--- src/verilog/armCtrlPkg.sv ---
package armCtrlPkg;

  // ==============================
  // Widths
  // ==============================
  localparam int instrWidth   = 32;
  localparam int flagWidth    = 4;                  // NZCV
  localparam int aluCtrlWidth = 4;

  // ALU opcodes, same encoding as the DP opcode field
  localparam logic [3:0] aluAdd = 4'b0100;
  localparam logic [3:0] aluSub = 4'b0010;
  localparam logic [3:0] aluMov = 4'b1101;

  // Instruction class, bits 27:26
  localparam logic [1:0] opDataProc = 2'b00;
  localparam logic [1:0] opMem      = 2'b01;
  localparam logic [1:0] opBranch   = 2'b10;

  localparam logic [3:0] regPc = 4'd15;

  // ==============================
  // Condition codes
  // ==============================
  localparam logic [3:0] condEq = 4'h0;
  localparam logic [3:0] condNe = 4'h1;
  localparam logic [3:0] condCs = 4'h2;
  localparam logic [3:0] condCc = 4'h3;
  localparam logic [3:0] condMi = 4'h4;
  localparam logic [3:0] condPl = 4'h5;
  localparam logic [3:0] condVs = 4'h6;
  localparam logic [3:0] condVc = 4'h7;
  localparam logic [3:0] condHi = 4'h8;
  localparam logic [3:0] condLs = 4'h9;
  localparam logic [3:0] condGe = 4'hA;
  localparam logic [3:0] condLt = 4'hB;
  localparam logic [3:0] condGt = 4'hC;
  localparam logic [3:0] condLe = 4'hD;
  localparam logic [3:0] condAl = 4'hE;

  // Bit positions in the flags nibble
  localparam int flagN = 3;
  localparam int flagZ = 2;
  localparam int flagC = 1;
  localparam int flagV = 0;

  // One instruction word, read as data processing or as single load/store
  typedef union packed {
    struct packed {
      logic [3:0]  cond;
      logic [1:0]  op;
      logic        imm;                                // Immediate operand2
      logic [3:0]  opcode;
      logic        sBit;                               // Set flags
      logic [3:0]  rn;
      logic [3:0]  rd;
      logic [11:0] operand2;
    } dp;
    struct packed {
      logic [3:0]  cond;
      logic [1:0]  op;
      logic        regOffset;                          // Register offset, not imm12
      logic        preIndex;
      logic        up;                                 // Add offset
      logic        byteAcc;                            // Byte, not word
      logic        writeBack;
      logic        load;
      logic [3:0]  rn;
      logic [3:0]  rd;
      logic [11:0] offset12;
    } mem;
  } instrWordT;

endpackage

--- src/verilog/instrDecoder.sv ---
`timescale 1ns/1ps

module instrDecoder (
  input  logic [armCtrlPkg::instrWidth-1:0]   instrD,
  output logic [1:0]                          regSrcD,      // Bit 1 store data reg, bit 0 PC as Rn
  output logic [1:0]                          immSrcD,      // 00 imm8, 01 imm12, 10 imm24
  output logic                                aluSrcD,      // Immediate as operand B
  output logic                                memtoRegD,
  output logic                                regWriteD,
  output logic                                memWriteD,
  output logic                                branchD,
  output logic                                byteD,
  output logic [armCtrlPkg::aluCtrlWidth-1:0] aluControlD,
  output logic [1:0]                          flagWriteD,   // {NZ, CV}
  output logic                                pcSrcD
);

  armCtrlPkg::instrWordT instr;
  logic [8:0]            controlsD;
  logic                  isTestOp;

  assign instr = instrD;

  // TST TEQ CMP CMN only touch flags
  assign isTestOp = (instr.dp.opcode[3:2] == 2'b10);

  // ==============================
  // Main decode
  // ==============================
  // {regSrc, immSrc, aluSrc, memtoReg, regWrite, memWrite, branch}
  always_comb begin
    controlsD = 9'b0;                                   // Unsupported class, no writes
    case (instr.dp.op)
      armCtrlPkg::opDataProc: begin
        controlsD = {2'b00, 2'b00, instr.dp.imm, 1'b0, ~isTestOp, 1'b0, 1'b0};
      end
      armCtrlPkg::opMem: begin
        if (instr.mem.load) begin                       // LDR / LDRB
          controlsD = {2'b00, 2'b01, ~instr.mem.regOffset, 1'b1, 1'b1, 1'b0, 1'b0};
        end else begin                                  // STR / STRB, Rd read as data
          controlsD = {2'b10, 2'b01, ~instr.mem.regOffset, 1'b0, 1'b0, 1'b1, 1'b0};
        end
      end
      armCtrlPkg::opBranch: begin                       // PC + imm24
        controlsD = {2'b01, 2'b10, 1'b1, 1'b0, 1'b0, 1'b0, 1'b1};
      end
      default: begin
        controlsD = 9'b0;
      end
    endcase
  end

  assign {regSrcD, immSrcD, aluSrcD, memtoRegD, regWriteD, memWriteD, branchD} = controlsD;

  // ==============================
  // ALU control
  // ==============================
  always_comb begin
    flagWriteD = 2'b00;                                 // Only S-bit DP sets flags
    case (instr.dp.op)
      armCtrlPkg::opDataProc: begin
        aluControlD = instr.dp.opcode;                  // Opcode passes straight through
        flagWriteD  = {2{instr.dp.sBit}};
      end
      armCtrlPkg::opMem: begin
        // Base plus or minus offset
        aluControlD = instr.mem.up ? armCtrlPkg::aluAdd : armCtrlPkg::aluSub;
      end
      armCtrlPkg::opBranch: begin
        aluControlD = armCtrlPkg::aluAdd;               // Branch target
      end
      default: begin
        aluControlD = armCtrlPkg::aluMov;               // Harmless pass of operand B
      end
    endcase
  end

  // Byte access only means something for load/store
  assign byteD = (instr.mem.op == armCtrlPkg::opMem) & instr.mem.byteAcc;

  // PC changes on a write to R15 or any branch
  assign pcSrcD = (regWriteD & (instr.dp.rd == armCtrlPkg::regPc)) | branchD;

endmodule

--- src/verilog/pipelineControl.sv ---
`timescale 1ns/1ps

module pipelineControl (
  input  logic                                clk, rstN,
  // Decode control word
  input  logic                                aluSrcD, memtoRegD, regWriteD, memWriteD,
  input  logic                                branchD, byteD, pcSrcD,
  input  logic [armCtrlPkg::aluCtrlWidth-1:0] aluControlD,
  input  logic [1:0]                          flagWriteD,
  input  logic [armCtrlPkg::instrWidth-1:0]   instrD,
  // From condition unit and byte mask
  input  logic                                condExE,
  input  logic [armCtrlPkg::flagWidth-1:0]    flagsE,
  input  logic [3:0]                          byteMaskE,
  input  logic [1:0]                          byteOffsetE,
  // Hazard unit
  input  logic                                stallE, flushE, stallM, flushM, stallW, flushW,
  input  logic [armCtrlPkg::flagWidth-1:0]    aluFlagsE,
  // Execute
  output logic                                aluSrcE,
  output logic [armCtrlPkg::aluCtrlWidth-1:0] aluControlE,
  output logic [3:0]                          condE,
  output logic [1:0]                          flagWriteE,
  output logic                                branchTakenE, byteE, storeE,
  // Memory
  output logic                                memWriteM,
  output logic [3:0]                          byteMaskM,
  output logic                                setFlagsM,
  output logic [armCtrlPkg::flagWidth-1:0]    flagsNextM,
  // Writeback
  output logic                                memtoRegW, regWriteW, pcSrcW,
  output logic [1:0]                          byteOffsetW,
  output logic                                loadByteW, setFlagsW,
  output logic [armCtrlPkg::flagWidth-1:0]    flagsNextW
);

  armCtrlPkg::instrWordT                 instr;
  logic [11:0]                           ctrlD, ctrlE;
  logic                                  branchE, memtoRegE, regWriteE, memWriteE, pcSrcE;
  logic                                  setFlagsE;
  logic [armCtrlPkg::flagWidth-1:0]      flagsNextE;
  logic [9:0]                            ctrlMIn, ctrlM;
  logic                                  memtoRegM, regWriteM, pcSrcM, byteM;
  logic [1:0]                            byteOffsetM;
  logic [4:0]                            ctrlWIn, ctrlW;

  assign instr = instrD;

  // ==============================
  // Decode to Execute
  // ==============================
  assign ctrlD = {instr.dp.cond, flagWriteD, branchD, byteD,
                  memtoRegD, regWriteD, memWriteD, pcSrcD};
  assign {condE, flagWriteE, branchE, byteE, memtoRegE, regWriteE, memWriteE, pcSrcE} = ctrlE;

  always_ff @(posedge clk or negedge rstN) begin
    if (!rstN) begin
      ctrlE <= '0;
    end else if (flushE) begin
      ctrlE <= '0;                                      // Bubble, flush beats stall
    end else if (!stallE) begin
      ctrlE <= ctrlD;
    end
  end

  always_ff @(posedge clk) begin
    if (!stallE) begin
      aluSrcE     <= aluSrcD;                           // Datapath selects only
      aluControlE <= aluControlD;
    end
  end

  // Condition gating, a failed instruction leaves nothing behind
  assign branchTakenE = branchE & condExE;
  assign storeE       = memWriteE & condExE;
  assign setFlagsE    = (|flagWriteE) & condExE;

  // NZ and CV groups come from the ALU only when enabled
  always_comb begin
    flagsNextE = flagsE;
    if (flagWriteE[1]) begin
      flagsNextE[armCtrlPkg::flagN] = aluFlagsE[armCtrlPkg::flagN];
      flagsNextE[armCtrlPkg::flagZ] = aluFlagsE[armCtrlPkg::flagZ];
    end
    if (flagWriteE[0]) begin
      flagsNextE[armCtrlPkg::flagC] = aluFlagsE[armCtrlPkg::flagC];
      flagsNextE[armCtrlPkg::flagV] = aluFlagsE[armCtrlPkg::flagV];
    end
  end

  // ==============================
  // Execute to Memory
  // ==============================
  assign ctrlMIn = {storeE, memtoRegE & condExE, regWriteE & condExE, pcSrcE & condExE,
                    setFlagsE, byteE, byteMaskE};
  assign {memWriteM, memtoRegM, regWriteM, pcSrcM, setFlagsM, byteM, byteMaskM} = ctrlM;

  always_ff @(posedge clk or negedge rstN) begin
    if (!rstN) begin
      ctrlM <= '0;
    end else if (flushM) begin
      ctrlM <= '0;
    end else if (!stallM) begin
      ctrlM <= ctrlMIn;
    end
  end

  always_ff @(posedge clk) begin
    if (!stallM) begin
      byteOffsetM <= byteOffsetE;
      flagsNextM  <= flagsNextE;
    end
  end

  // ==============================
  // Memory to Writeback
  // ==============================
  assign ctrlWIn = {memtoRegM, regWriteM, pcSrcM, setFlagsM, byteM & memtoRegM}; // LDRB only
  assign {memtoRegW, regWriteW, pcSrcW, setFlagsW, loadByteW} = ctrlW;

  always_ff @(posedge clk or negedge rstN) begin
    if (!rstN) begin
      ctrlW <= '0;
    end else if (flushW) begin
      ctrlW <= '0;
    end else if (!stallW) begin
      ctrlW <= ctrlWIn;
    end
  end

  always_ff @(posedge clk) begin
    if (!stallW) begin
      byteOffsetW <= byteOffsetM;                       // Lane select for load data
      flagsNextW  <= flagsNextM;
    end
  end

endmodule

--- src/verilog/condUnit.sv ---
`timescale 1ns/1ps

module condUnit (
  input  logic                             clk, rstN,
  input  logic [3:0]                       condE,        // Cond field of Execute instr
  input  logic                             setFlagsM,
  input  logic [armCtrlPkg::flagWidth-1:0] flagsNextM,
  input  logic                             setFlagsW,
  input  logic [armCtrlPkg::flagWidth-1:0] flagsNextW,
  input  logic                             stallW,
  output logic                             condExE,
  output logic [armCtrlPkg::flagWidth-1:0] flagsE,       // Flags seen by Execute
  output logic [armCtrlPkg::flagWidth-1:0] flagsW        // Architectural NZCV
);

  logic neg, zero, carry, ovf;

  // ==============================
  // Flag forwarding
  // ==============================
  // Youngest producer wins
  always_comb begin
    if (setFlagsM) begin
      flagsE = flagsNextM;
    end else if (setFlagsW) begin
      flagsE = flagsNextW;                              // Register not written yet
    end else begin
      flagsE = flagsW;
    end
  end

  assign neg   = flagsE[armCtrlPkg::flagN];
  assign zero  = flagsE[armCtrlPkg::flagZ];
  assign carry = flagsE[armCtrlPkg::flagC];
  assign ovf   = flagsE[armCtrlPkg::flagV];

  // ==============================
  // Condition table
  // ==============================
  always_comb begin
    case (condE)
      armCtrlPkg::condEq: condExE = zero;
      armCtrlPkg::condNe: condExE = ~zero;
      armCtrlPkg::condCs: condExE = carry;
      armCtrlPkg::condCc: condExE = ~carry;
      armCtrlPkg::condMi: condExE = neg;
      armCtrlPkg::condPl: condExE = ~neg;
      armCtrlPkg::condVs: condExE = ovf;
      armCtrlPkg::condVc: condExE = ~ovf;
      armCtrlPkg::condHi: condExE = carry & ~zero;      // Unsigned higher
      armCtrlPkg::condLs: condExE = ~carry | zero;
      armCtrlPkg::condGe: condExE = (neg == ovf);       // Signed compares
      armCtrlPkg::condLt: condExE = (neg != ovf);
      armCtrlPkg::condGt: condExE = ~zero & (neg == ovf);
      armCtrlPkg::condLe: condExE = zero | (neg != ovf);
      armCtrlPkg::condAl: condExE = 1'b1;
      default:            condExE = 1'b0;               // 1111 never executes here
    endcase
  end

  // Flags register, written as the S-bit instr leaves Writeback
  always_ff @(posedge clk or negedge rstN) begin
    if (!rstN) begin
      flagsW <= '0;
    end else if (setFlagsW && !stallW) begin
      flagsW <= flagsNextW;
    end
  end

endmodule

--- src/verilog/byteMask.sv ---
`timescale 1ns/1ps

module byteMask (
  input  logic       byteE,          // STRB, not STR
  input  logic       storeE,         // Store that passed its condition
  input  logic [1:0] aluResultLowE,  // Address bits 1:0
  output logic [3:0] byteMaskE,      // One bit per byte lane
  output logic [1:0] byteOffsetE     // Lane of a byte load
);

  // ==============================
  // Write lanes
  // ==============================
  always_comb begin
    if (!storeE) begin
      byteMaskE = 4'b0000;                               // Loads and ALU ops write nothing
    end else if (byteE) begin
      byteMaskE = 4'b0001 << aluResultLowE;              // Single addressed lane
    end else begin
      byteMaskE = 4'b1111;                               // Full word
    end
  end

  // Little endian, lane equals the address low bits
  // Word accesses ignore it downstream
  assign byteOffsetE = byteE ? aluResultLowE : 2'b00;

endmodule

--- src/verilog/armController.sv ---
`timescale 1ns/1ps

module armController (
  input  logic                                clk, rstN,
  input  logic [armCtrlPkg::instrWidth-1:0]   instrD,
  input  logic [armCtrlPkg::flagWidth-1:0]    aluFlagsE,      // Raw ALU flags in Execute
  input  logic [1:0]                          aluResultLowE,  // Address bits 1:0
  input  logic                                stallE, flushE,
  input  logic                                stallM, flushM,
  input  logic                                stallW, flushW,
  output logic [1:0]                          regSrcD, immSrcD,
  output logic                                aluSrcE,
  output logic [armCtrlPkg::aluCtrlWidth-1:0] aluControlE,
  output logic                                branchTakenE,
  output logic                                memWriteM,
  output logic [3:0]                          byteMaskM,
  output logic                                memtoRegW, regWriteW, pcSrcW,
  output logic [1:0]                          byteOffsetW,
  output logic                                loadByteW,
  output logic [armCtrlPkg::flagWidth-1:0]    flagsW
);

  // Decode control word
  logic                                aluSrcD, memtoRegD, regWriteD, memWriteD;
  logic                                branchD, byteD, pcSrcD;
  logic [armCtrlPkg::aluCtrlWidth-1:0] aluControlD;
  logic [1:0]                          flagWriteD;
  // Execute side
  logic [3:0]                          condE;
  logic                                condExE, byteE, storeE;
  logic [armCtrlPkg::flagWidth-1:0]    flagsE;         // Forwarded flags
  logic [3:0]                          byteMaskE;
  logic [1:0]                          byteOffsetE;
  // Flag pipeline
  logic                                setFlagsM, setFlagsW;
  logic [armCtrlPkg::flagWidth-1:0]    flagsNextM, flagsNextW;

  instrDecoder iDecoder (
    .instrD, .regSrcD, .immSrcD, .aluSrcD, .memtoRegD, .regWriteD, .memWriteD,
    .branchD, .byteD, .aluControlD, .flagWriteD, .pcSrcD
  );

  pipelineControl iPipe (
    .clk, .rstN, .aluSrcD, .memtoRegD, .regWriteD, .memWriteD, .branchD, .byteD,
    .aluControlD, .flagWriteD, .pcSrcD, .instrD, .condExE, .flagsE, .byteMaskE,
    .byteOffsetE, .stallE, .flushE, .stallM, .flushM, .stallW, .flushW, .aluFlagsE,
    .aluSrcE, .aluControlE, .condE, .flagWriteE (), .branchTakenE, .byteE, .storeE,
    .memWriteM, .byteMaskM, .setFlagsM, .flagsNextM, .memtoRegW, .regWriteW, .pcSrcW,
    .byteOffsetW, .loadByteW, .setFlagsW, .flagsNextW
  );

  condUnit iCond (
    .clk, .rstN, .condE, .setFlagsM, .flagsNextM, .setFlagsW, .flagsNextW, .stallW,
    .condExE, .flagsE, .flagsW
  );

  byteMask iByteMask (
    .byteE, .storeE, .aluResultLowE, .byteMaskE, .byteOffsetE
  );

endmodule

--- config.mk ---
export PLATFORM = sky130hd
export DESIGN_NAME = armController
export DESIGN_NICKNAME = d
export VERILOG_FILES = /design/src/verilog/armCtrlPkg.sv /design/src/verilog/instrDecoder.sv /design/src/verilog/pipelineControl.sv /design/src/verilog/condUnit.sv /design/src/verilog/byteMask.sv /design/src/verilog/armController.sv
export SDC_FILE = /design/constraint.sdc
export NUM_CORES = 1
export LEC_CHECK = 0
export ABC_AREA = 1
export BUFFER_PORTS_ARGS = -buffer_cell sky130_fd_sc_hd__clkbuf_2
export CAP_MARGIN = 20
export CORE_ASPECT_RATIO = 1.4
export CORE_MARGIN = 3
export CORE_UTILIZATION = 55
export CTS_BUF_LIST = sky130_fd_sc_hd__clkbuf_4 sky130_fd_sc_hd__clkbuf_8
export CTS_CLUSTER_DIAMETER = 150
export CTS_CLUSTER_SIZE = 20
export DETAILED_ROUTE_END_ITERATION = 10
export PLACE_DENSITY = 0.84
export SYNTH_ARGS = -nofsm -noshare
export SYNTH_HDL_FRONTEND = slang
export SYNTH_SLANG_ARGS = --single-unit
--- constraint.sdc ---
create_clock -name clk -period 4.7 [get_ports clk]
set_clock_uncertainty 0.1 [all_clocks]
set_input_delay 0.705 -clock clk [delete_from_list [all_inputs] [get_ports clk]]
set_output_delay 0.705 -clock clk [all_outputs]
set_load 0.01 [all_outputs]
; After elaboration in Yosys (flattened, before gate mapping)
; Cells that the tools add are included.
[totals]
output_inout_bits = 25
mem_count = 0
latchBits = 0
register_bits = 48
mem_bits_ro = 0
ram_bits = 0
[op_classes]
n_shift = 1
n_eq_ne = 23
addsub = 0
mul = 0
reduce_logical = 5
bitwise_logic = 20
n_lt_le_gt_ge = 0
n_div = 0
mux = 18
[op_table]
columns = op, count
row1 = $eq 4x4->1 const B, 8
row2 = $pmux 9 s3, 1
row3 = $mux 12, 2
row4 = $mux 10, 2
row5 = $eq 4x3->1 const B, 4
row6 = $mux 4, 4
row7 = $pmux 1 s15, 1
row8 = $pmux 4 s3, 1
row9 = $and 1x1->1, 11
row10 = $mux 5, 2
row11 = $mux 9, 1
row12 = $eq 4x2->1 const B, 2
row13 = $mux 2, 3
row14 = $ne 2x1->1 const B, 3
row15 = $not 1->1, 6
row16 = $eq 2x2->1 const B, 2
row17 = $eq 4x1->1 const B, 1
row18 = $logic_not 4->1, 1
row19 = $shl 1x2->4 const A, 1
row20 = $mux 3, 1
row21 = $or 1x1->1, 3
row22 = $eq 2x1->1 const B, 1
row23 = $logic_not 2->1, 1
row24 = $reduce_or 2->1, 1
row25 = 4 further kinds, 4

; Depth between registers and ports, before layout
; Gate-level depths: netlist (run 1).
[depth]
depth_word = 9
depth_mapped = 14
ltp_nobuf = 13

; Cells and area by module
; Synthesis (run 1) repeated with hierarchy kept, for this count alone.
[hier_totals]
cells_unflattened = 322
area_unflattened_um2 = 2611.3
[modules_own_cells]
columns = mod, n_inst, area_per_inst_um2, cells_per_inst, seq_area_each_um2
row1 = pipelineControl, 1, 1762.9, 168, 1186.1
row2 = condUnit, 1, 525.5, 94, 100.1
row3 = instrDecoder, 1, 267.8, 46, 0.0
row4 = byteMask, 1, 55.1, 14, 0.0

; Worst setup path after synthesis (run 1)
; OpenSTA, ideal clock, no wires.
[synth_path]
path_kind = reg-to-output
startpoint = reg iPipe.ctrlM[5]
endpoint = out branchTakenE
t_arrival_ns = 1.432
setup_slack_ns = 2.463
stages_incl_launch_ff = 12
n_path_buf = 1
t_required_ns = 3.895
path_cell_list = dfrtp_1 inv_2 buf_6 or2_0 nand2_2 nand2_1 nand2_1 nand2_1 nand2_2 nand3_1 nor2_2 nor2_1
[synth_via]
elab_chain_cells = 5
elab_cells_between_ends = 13
classes_between = eq/ne (2) / mux (2) / bitwise (9)
[synth_lines]
columns = element, line_no
row1 = "start, declared", pipelineControl.sv:42  ; logic [9:0] ctrlMIn, ctrlM;
row2 = "start signal, assigned", pipelineControl.sv:104  ; ctrlM <= ctrlMIn;
row3 = $mux 4 (*), condUnit.sv:23  ; if (setFlagsM) begin
row4 = $ne 1x1->1 (tied with other cells), "condUnit.sv:53, condUnit.sv:55"
row5 = $or 1x1->1 (tied with other cells), condUnit.sv:55  ; armCtrlPkg::condLe: condExE = zero | (neg != ovf);
row6 = $pmux 1 s15 (*), condUnit.sv:41  ; case (condE)
row7 = $and 1x1->1 (*), pipelineControl.sv:74  ; assign branchTakenE = branchE & condExE;
row8 = "end, declared", armController.sv:14  ; output logic branchTakenE,
; Mark *: on every way between the ends. The rest lies on a longest branch, timed or not.

; Worst setup path in the final report (run 1)
[layout_path]
startpoint = reg iPipe.ctrlW[1]
endpoint = out branchTakenE
[layout_via]
elab_chain_cells = 6
elab_cells_between_ends = 14
classes_between = eq/ne (2) / mux (3) / bitwise (9)
[layout_lines]
columns = element, line_no
row1 = "start, declared", pipelineControl.sv:45  ; logic [4:0] ctrlWIn, ctrlW;
row2 = "start signal, assigned", pipelineControl.sv:127  ; ctrlW <= ctrlWIn;
row3 = $mux 4 (*), condUnit.sv:25  ; end else if (setFlagsW) begin
row4 = $mux 4 (*), condUnit.sv:23
row5 = $ne 1x1->1 (tied with other cells), "condUnit.sv:53, condUnit.sv:55"
row6 = $or 1x1->1 (tied with other cells), condUnit.sv:55
row7 = $pmux 1 s15 (*), condUnit.sv:41
row8 = $and 1x1->1 (*), pipelineControl.sv:74
; Marks and branches as above.

==> impl_metrics.json, run 1 <==
{
  "number_of_post_cts_setup_repair_buffers": 0,
  "clk_path_buf_depth": 2,
  "cp-end-kind": "output port",
  "min_period_over_period_pct": 64.2,
  "synth_cell_types": 27,
  "placement_rows": 27,
  "finalSetupTns_ns": 0,
  "seq_area_frac_synth_pct": 52.3,
  "reg2reg_setup_slack_ns": 2.72,
  "via_count_of_the_routed_design": 2037,
  "critPathSlowestCell": "sky130_fd_sc_hd__dfrtp_1",
  "grt_start_max_net_pins": 31,
  "critical_path.max_fanout": 8,
  "timing.critical_path.slowest_cell_delay_ns": 0.48,
  "nNetsFinal": 396,
  "maxCapViolations": 0,
  "cts-root-buf": "sky130_fd_sc_hd__clkbuf_8",
  "floorplan.io_pins": 71,
  "numClockSinks": 47,
  "number_of_antenna_violations_at_the_first_check_in_global_routing": 0,
  "drt_drc_violations_left": 0,
  "timing_worst_setup_path_type": "reg -> out",
  "grtUsageTotal_pct": 20.4,
  "setup_repair_after_global_routing_missed_its_margin": "no",
  "drt_first_iter_violations": 102,
  "seqPwrFrac_pct": 56.8,
  "routed_wirelength_um": 4950,
  "critical-path-top-cell-by-count": "sky130_fd_sc_hd__nand2_1",
  "num_cts_buffers": 5,
  "drv_slew": 0,
  "antenna-diode-count": 0,
  "regToRegStartpoint": "iPipe.ctrlW[1]",
  "top_achievable_clock_speed_ghz": 0.331,
  "max-vdd-ir-drop_uv": 217,
  "max-slew-margin-rel_pct": 51.2,
  "comb_power_share_pct": 11.2,
  "syn_area_um2": 2410,
  "via_count_of_the_first_global_routing_pass": 1939,
  "die_height_um": 84.4,
  "multiInputGateArea_um2": 952,
  "finalHoldViolations": 0,
  "cts_hold_repair.buffers": 0,
  "crit_chain": "inv_1 -> nand2_1 -> nand3_1 -> nand2_1 -> nand2_1 -> nand2_1 -> nand2_1 -> inv_1 -> nor2_1 -> nand2_1 -> nor2_2 -> nor2_1 -> clkbuf_2",
  "core_area_um2": 4090,
  "syn2layout_area_growth_pct": 15.1,
  "postSynthNetCount": 345,
  "layout_commonest_cell": "sky130_fd_sc_hd__nand2_1",
  "seqCellArea_um2": 1260,
  "wire_length_of_the_first_global_routing_pass_um": 8060,
  "power.net_switching_mw": 0.213,
  "count_of_buffer_and_inverter_cells_on_the_critical_path": 3,
  "die_x_um": 62.0,
  "gp_routability_congestion": 0.879,
  "p_leak_nw": 1.43,
  "design.die.area_um2": 5230,
  "critPathLaunchType": "flip-flop",
  "leading_cell_types_in_the_layout_fill_and_taps_excluded": "103 x sky130_fd_sc_hd__nand2_1, 54 x sky130_fd_sc_hd__clkbuf_2, 33 x sky130_fd_sc_hd__inv_1",
  "power_density_nw_per_um2": 286,
  "finalPower_mw": 0.795,
  "netlist_instances": 293,
  "htree_num_levels": 2,
  "netSwitchingFraction_pct": 26.8,
  "floorplan.initialDensity_pct": 59.0,
  "cts.clk_slew.worst_paths_ns": 0.10,
  "fin_worst_hold_slack_ns": 0.335,
  "cpLargestDelayFamily": "simple AND/OR/NAND/NOR gates",
  "synthesis.area_per_instance_um2": 8.24,
  "post-route-min-period_ns": 3.02,
  "detail_route.first_pass.iterations": 4,
  "p_int_mw": 0.582,
  "outcome": "finished clean",
  "yosysWarnings": 0,
  "timing.final.setup_violations": 0,
  "clock_tree_from_tritoncts": "done",
  "tightestPinTransition_ns": 0.733,
  "arrival_ns": 2.21,
  "fillerInstances": 338,
  "clock_latency_ns": 0.31,
  "antenna_violating_nets_post_route": 0,
  "synth-seq-cells": 47,
  "worstPathRequired_ns": 3.89,
  "drt-vias-per-instance": 5.05,
  "cts_repair_resizes": 0,
  "ff2ff_path_depth": 12,
  "power_frac_clock_pct": 32.0,
  "wl_per_cell_um": 12.3,
  "holdCritPathClass": "in -> async",
  "hpwl_after_detailed_placement_um": 3900,
  "place.port_buffers": 54,
  "grt_overflow": 0,
  "crit-reg2reg-capture": "iPipe.ctrlM[5]",
  "drive_gt1_share_pct": 22.0
}
how the worst max path moves through the flow:
| stage | start | end | slack, ns | depth (start not counted) |
|---|---|---|---|---|
| final | iPipe.ctrlW[1] | branchTakenE | 1.68 | 13 |
| after global routing | iPipe.ctrlW[1] | branchTakenE | 1.47 | 13 |
| after CTS | iPipe.ctrlW[1] | branchTakenE | 1.67 | 13 |
| after detailed placement | iPipe.ctrlW[1] | branchTakenE | 2.03 | 13 |
| after global placement | iPipe.ctrlW[1] | branchTakenE | 2.07 | 13 |
| after floorplan | iPipe.ctrlM[5] | branchTakenE | 2.46 | 11 |
Yosys cell counts (all sizes together):
library cell / number / area, um2
nand3: 21 / 110
edfxtp: 17 / 510
or2: 7 / 43.8
nor3: 1 / 5.00
ha: 6 / 75.1
nor2: 20 / 82.6
inv: 34 / 128
buf: 10 / 72.6
nand2: 106 / 405
o211ai: 1 / 7.51
o21ai: 28 / 140
dfrtp: 30 / 751
a21oi: 8 / 43.8
a32o: 1 / 10.0
nand4: 1 / 6.26
mux2: 2 / 22.5
through the flow:
step	util, %	worst slack, ns	area, um2	std cells
after floorplan	-	2.46	2410	293
after global placement	65.7	2.07	2680	395
after detailed placement	65.7	2.03	2680	395
after CTS	68.0	1.67	2780	403
after global routing	68.0	1.47	2780	403
final	68.0	1.68	2780	403
worst register-to-register path: stages, from the launching register on:
cell	delay, ns
sky130_fd_sc_hd__dfrtp_1	0.48
sky130_fd_sc_hd__inv_1	0.22
sky130_fd_sc_hd__nand2_1	0.08
sky130_fd_sc_hd__nand3_1	0.08
sky130_fd_sc_hd__nand2_1	0.14
sky130_fd_sc_hd__nand2_1	0.10
sky130_fd_sc_hd__nand2_1	0.07
sky130_fd_sc_hd__nand2_1	0.08
sky130_fd_sc_hd__inv_1	0.04
sky130_fd_sc_hd__nor2_1	0.10
sky130_fd_sc_hd__nand2_1	0.07
sky130_fd_sc_hd__nor2_2	0.22
sky130_fd_sc_hd__o21ai_1	0.09
registers in the layout (all words and copies together), names as in the netlist:
| name | flops |
|---|---|
| iPipe.ctrlM | 10 |
| iPipe.aluSrcE | 1 |
| iPipe.byteOffsetM | 2 |
| iPipe.ctrlE | 11 |
| iCond.flagsW | 4 |
| iPipe.flagsNextW | 4 |
| iPipe.byteOffsetW | 2 |
| iPipe.flagsNextM | 4 |
| iPipe.ctrlW | 5 |
| iPipe.aluControlE | 4 |
metal layers:
metal	up-vias	GRT usage, %	wire [um]
met5	-	0	0
met4	0	8.11	163
met3	14	8.00	396
met2	81	33.0	2390
met1	912	23.2	2000
li1	1030	-	-
cell type report:
cell class / count / area share, %
Clock buffer: 5 / 2.48
Clock inverter: 3 / 0.901
Inverter: 34 / 4.59
Multi-Input combinational cell: 202 / 34.3
Sequential cell: 47 / 45.4
Tap cell: 58 / 2.61
Timing Repair Buffer: 54 / 9.73
power groups by stage:
stage	Combinational, mW	Clock, mW	Sequential (mW)
finish	0.0890	0.255	0.452
global route	0.101	0.277	0.454
CTS	0.0896	0.261	0.452
detailed placement	0.0893	0	0.460
global placement	0.0862	0	0.459
floorplan	0.0467	0	0.462
kinds of logic after synthesis:
group / Yosys count / synth area share, %
buffers and inverters: 44 / 8.29
flip-flops: 47 / 52.3
adder cells (fa/ha/maj): 6 / 3.11
AND/OR/NAND/NOR: 156 / 27.1
AO/OA/AOI/OAI: 38 / 8.35
multiplexers: 2 / 0.933
Note: power is estimated with default switching activity, not from simulation.
==> run 2: changes to the inputs <==
Settings changed: CORE_UTILIZATION 55 to 53, PLACE_DENSITY 0.84 to 0.82.
Clock period 4.7 ns to 3.01 ns, I/O delays scaled along.
==> impl_metrics.json, run 2 (same netlist as run 1, synthesis figures left out) <==
{
  "critical_path.max_fanout": 8,
  "largest_registers": "iPipe.ctrlE x11, iPipe.ctrlM x10, iPipe.ctrlW x5",
  "worstPathRequired_ns": 2.46,
  "via_count_of_the_first_global_routing_pass": 1990,
  "cts_hold_repair.buffers": 0,
  "via_count_of_the_routed_design": 2008,
  "netSwitchingFraction_pct": 24.5,
  "timing_worst_setup_path_type": "reg -> out",
  "power.net_switching_mw": 0.322,
  "regToRegStartpoint": "iPipe.ctrlW[1]",
  "fillerInstances": 386,
  "grtUsageTotal_pct": 19.7,
  "die_x_um": 63.0,
  "layout_commonest_cell": "sky130_fd_sc_hd__nand2_1",
  "power_frac_clock_pct": 35.9,
  "timing.critical_path.slowest_cell_delay_ns": 0.47,
  "drt-vias-per-instance": 4.96,
  "arrival_ns": 2.13,
  "maxCapViolations": 0,
  "crit_chain": "inv_1 -> nand2_1 -> nand3_1 -> nand2_1 -> nand2_1 -> nand2_1 -> nand2_1 -> inv_1 -> nor2_1 -> nand2_1 -> nor2_2 -> nor2_1 -> clkbuf_2",
  "cpLargestDelayFamily": "simple AND/OR/NAND/NOR gates",
  "drt_first_iter_violations": 72,
  "placement_rows": 28,
  "design.die.area_um2": 5410,
  "dpl.cell_count": 397,
  "reg2reg_setup_slack_ns": 1.08,
  "post-route-min-period_ns": 2.68,
  "detail_route.first_pass.iterations": 4,
  "numClockSinks": 47,
  "clock_tree_from_tritoncts": "done",
  "critPathSlowestCell": "sky130_fd_sc_hd__dfrtp_1",
  "htree_num_levels": 2,
  "finalHoldViolations": 0,
  "floorplan.initialDensity_pct": 56.0,
  "floorplan.io_pins": 71,
  "place.port_buffers": 54,
  "tightestPinTransition_ns": 0.732,
  "cp-end-kind": "output port",
  "max-slew-margin-rel_pct": 51.2,
  "drt_drc_violations_left": 0,
  "nNetsFinal": 396,
  "critPathLaunchType": "flip-flop",
  "num_cts_buffers": 5,
  "cts-root-buf": "sky130_fd_sc_hd__clkbuf_8",
  "holdCritPathClass": "in -> async",
  "final.setup.worst_slack_ns": 0.326,
  "timing.final.setup_violations": 0,
  "finalSetupTns_ns": 0,
  "p_leak_nw": 1.44,
  "largest_reg_flops": 11,
  "wl_per_cell_um": 11.8,
  "seqPwrFrac_pct": 53.8,
  "cts_repair_resizes": 0,
  "critical-path-top-cell-by-count": "sky130_fd_sc_hd__nand2_1",
  "drv_slew": 0,
  "largest_register": "iPipe.ctrlE",
  "fin_worst_hold_slack_ns": 0.0948,
  "drive_gt1_share_pct": 22.0,
  "syn2layout_area_growth_pct": 16.1,
  "count_of_buffer_and_inverter_cells_on_the_critical_path": 3,
  "number_of_antenna_violations_at_the_first_check_in_global_routing": 0,
  "place_worst_setup_slack_ns": 0.653,
  "routed_wirelength_um": 4770,
  "leading_cell_types_in_the_layout_fill_and_taps_excluded": "103 x sky130_fd_sc_hd__nand2_1, 54 x sky130_fd_sc_hd__clkbuf_2, 33 x sky130_fd_sc_hd__inv_1",
  "wire_length_of_the_first_global_routing_pass_um": 8480,
  "number_of_post_cts_setup_repair_buffers": 0,
  "hpwl_after_detailed_placement_um": 3820,
  "die_height_um": 85.8,
  "min_period_over_period_pct": 89.2,
  "top_achievable_clock_speed_ghz": 0.373,
  "comb_power_share_pct": 10.4,
  "antenna_violating_nets_post_route": 0,
  "cts.clk_slew.worst_paths_ns": 0.09,
  "grt_overflow": 0,
  "clk_path_buf_depth": 2,
  "outcome": "finished clean",
  "gp_routability_congestion": 0.853,
  "max-vdd-ir-drop_uv": 283,
  "final_cell_count_no_fill": 405,
  "antenna-diode-count": 0,
  "clock_latency_ns": 0.30,
  "core_area_um2": 4310,
  "crit-reg2reg-capture": "iPipe.ctrlM[7]",
  "p_int_mw": 0.991,
  "setup_repair_after_global_routing_missed_its_margin": "no",
  "grt_start_max_net_pins": 31,
  "ff2ff_path_depth": 12,
  "power_density_nw_per_um2": 469
}
==> run 2: worst max-delay path by stage <==
stage / startpoint / to / slack (ns) / cells past startpoint
2_1_floorplan: iPipe.ctrlM[5] / branchTakenE / 1.03 / 11
3_3_place_gp: iPipe.ctrlW[1] / branchTakenE / 0.69 / 13
3_5_place_dp: iPipe.ctrlW[1] / branchTakenE / 0.65 / 13
4_1_cts: iPipe.ctrlW[1] / branchTakenE / 0.30 / 13
5_1_grt: iPipe.ctrlW[1] / branchTakenE / 0.08 / 13
6_report: iPipe.ctrlW[1] / branchTakenE / 0.33 / 13
==> run 2: power by group through the flow <==
stage | clock [mW] | combinational, mW | sequential, mW
after floorplan | 0 | 0.0730 | 0.721
after global placement | 0 | 0.134 | 0.718
after detailed placement | 0 | 0.137 | 0.720
after CTS | 0.478 | 0.138 | 0.706
after global routing | 0.505 | 0.156 | 0.710
final | 0.471 | 0.136 | 0.706
==> run 2: layout make-up <==
cell class	count	area, um2	area share [%]
inverters	34	128	4.55
repair buffers	54	270	9.64
well taps	60	75.1	2.68
multi-input cells	202	952	34.0
clock buffers	5	68.8	2.46
flip-flops and latches	47	1260	45.0
clock inverters	3	47.5	1.70
==> run 2: layer usage <==
| layer | GRT usage [%] | part of all wire (%) |
|---|---|---|
| met3 | 4.59 | 6.4 |
| met2 | 36.3 | 51 |
| met4 | 9.64 | 2.9 |
| met5 | 0 | 0 |
| met1 | 20.9 | 39 |
==> run 2: per-stage QoR <==
step                      power (mW)  cell area (um2)  utilization [%]
after detailed placement       0.857             2690             62.3
after global placement         0.852             2690             62.3
final                           1.31             2800             65.0
after CTS                       1.32             2800             65.0
after floorplan                0.794             2410                -
after global routing            1.37             2800             65.0
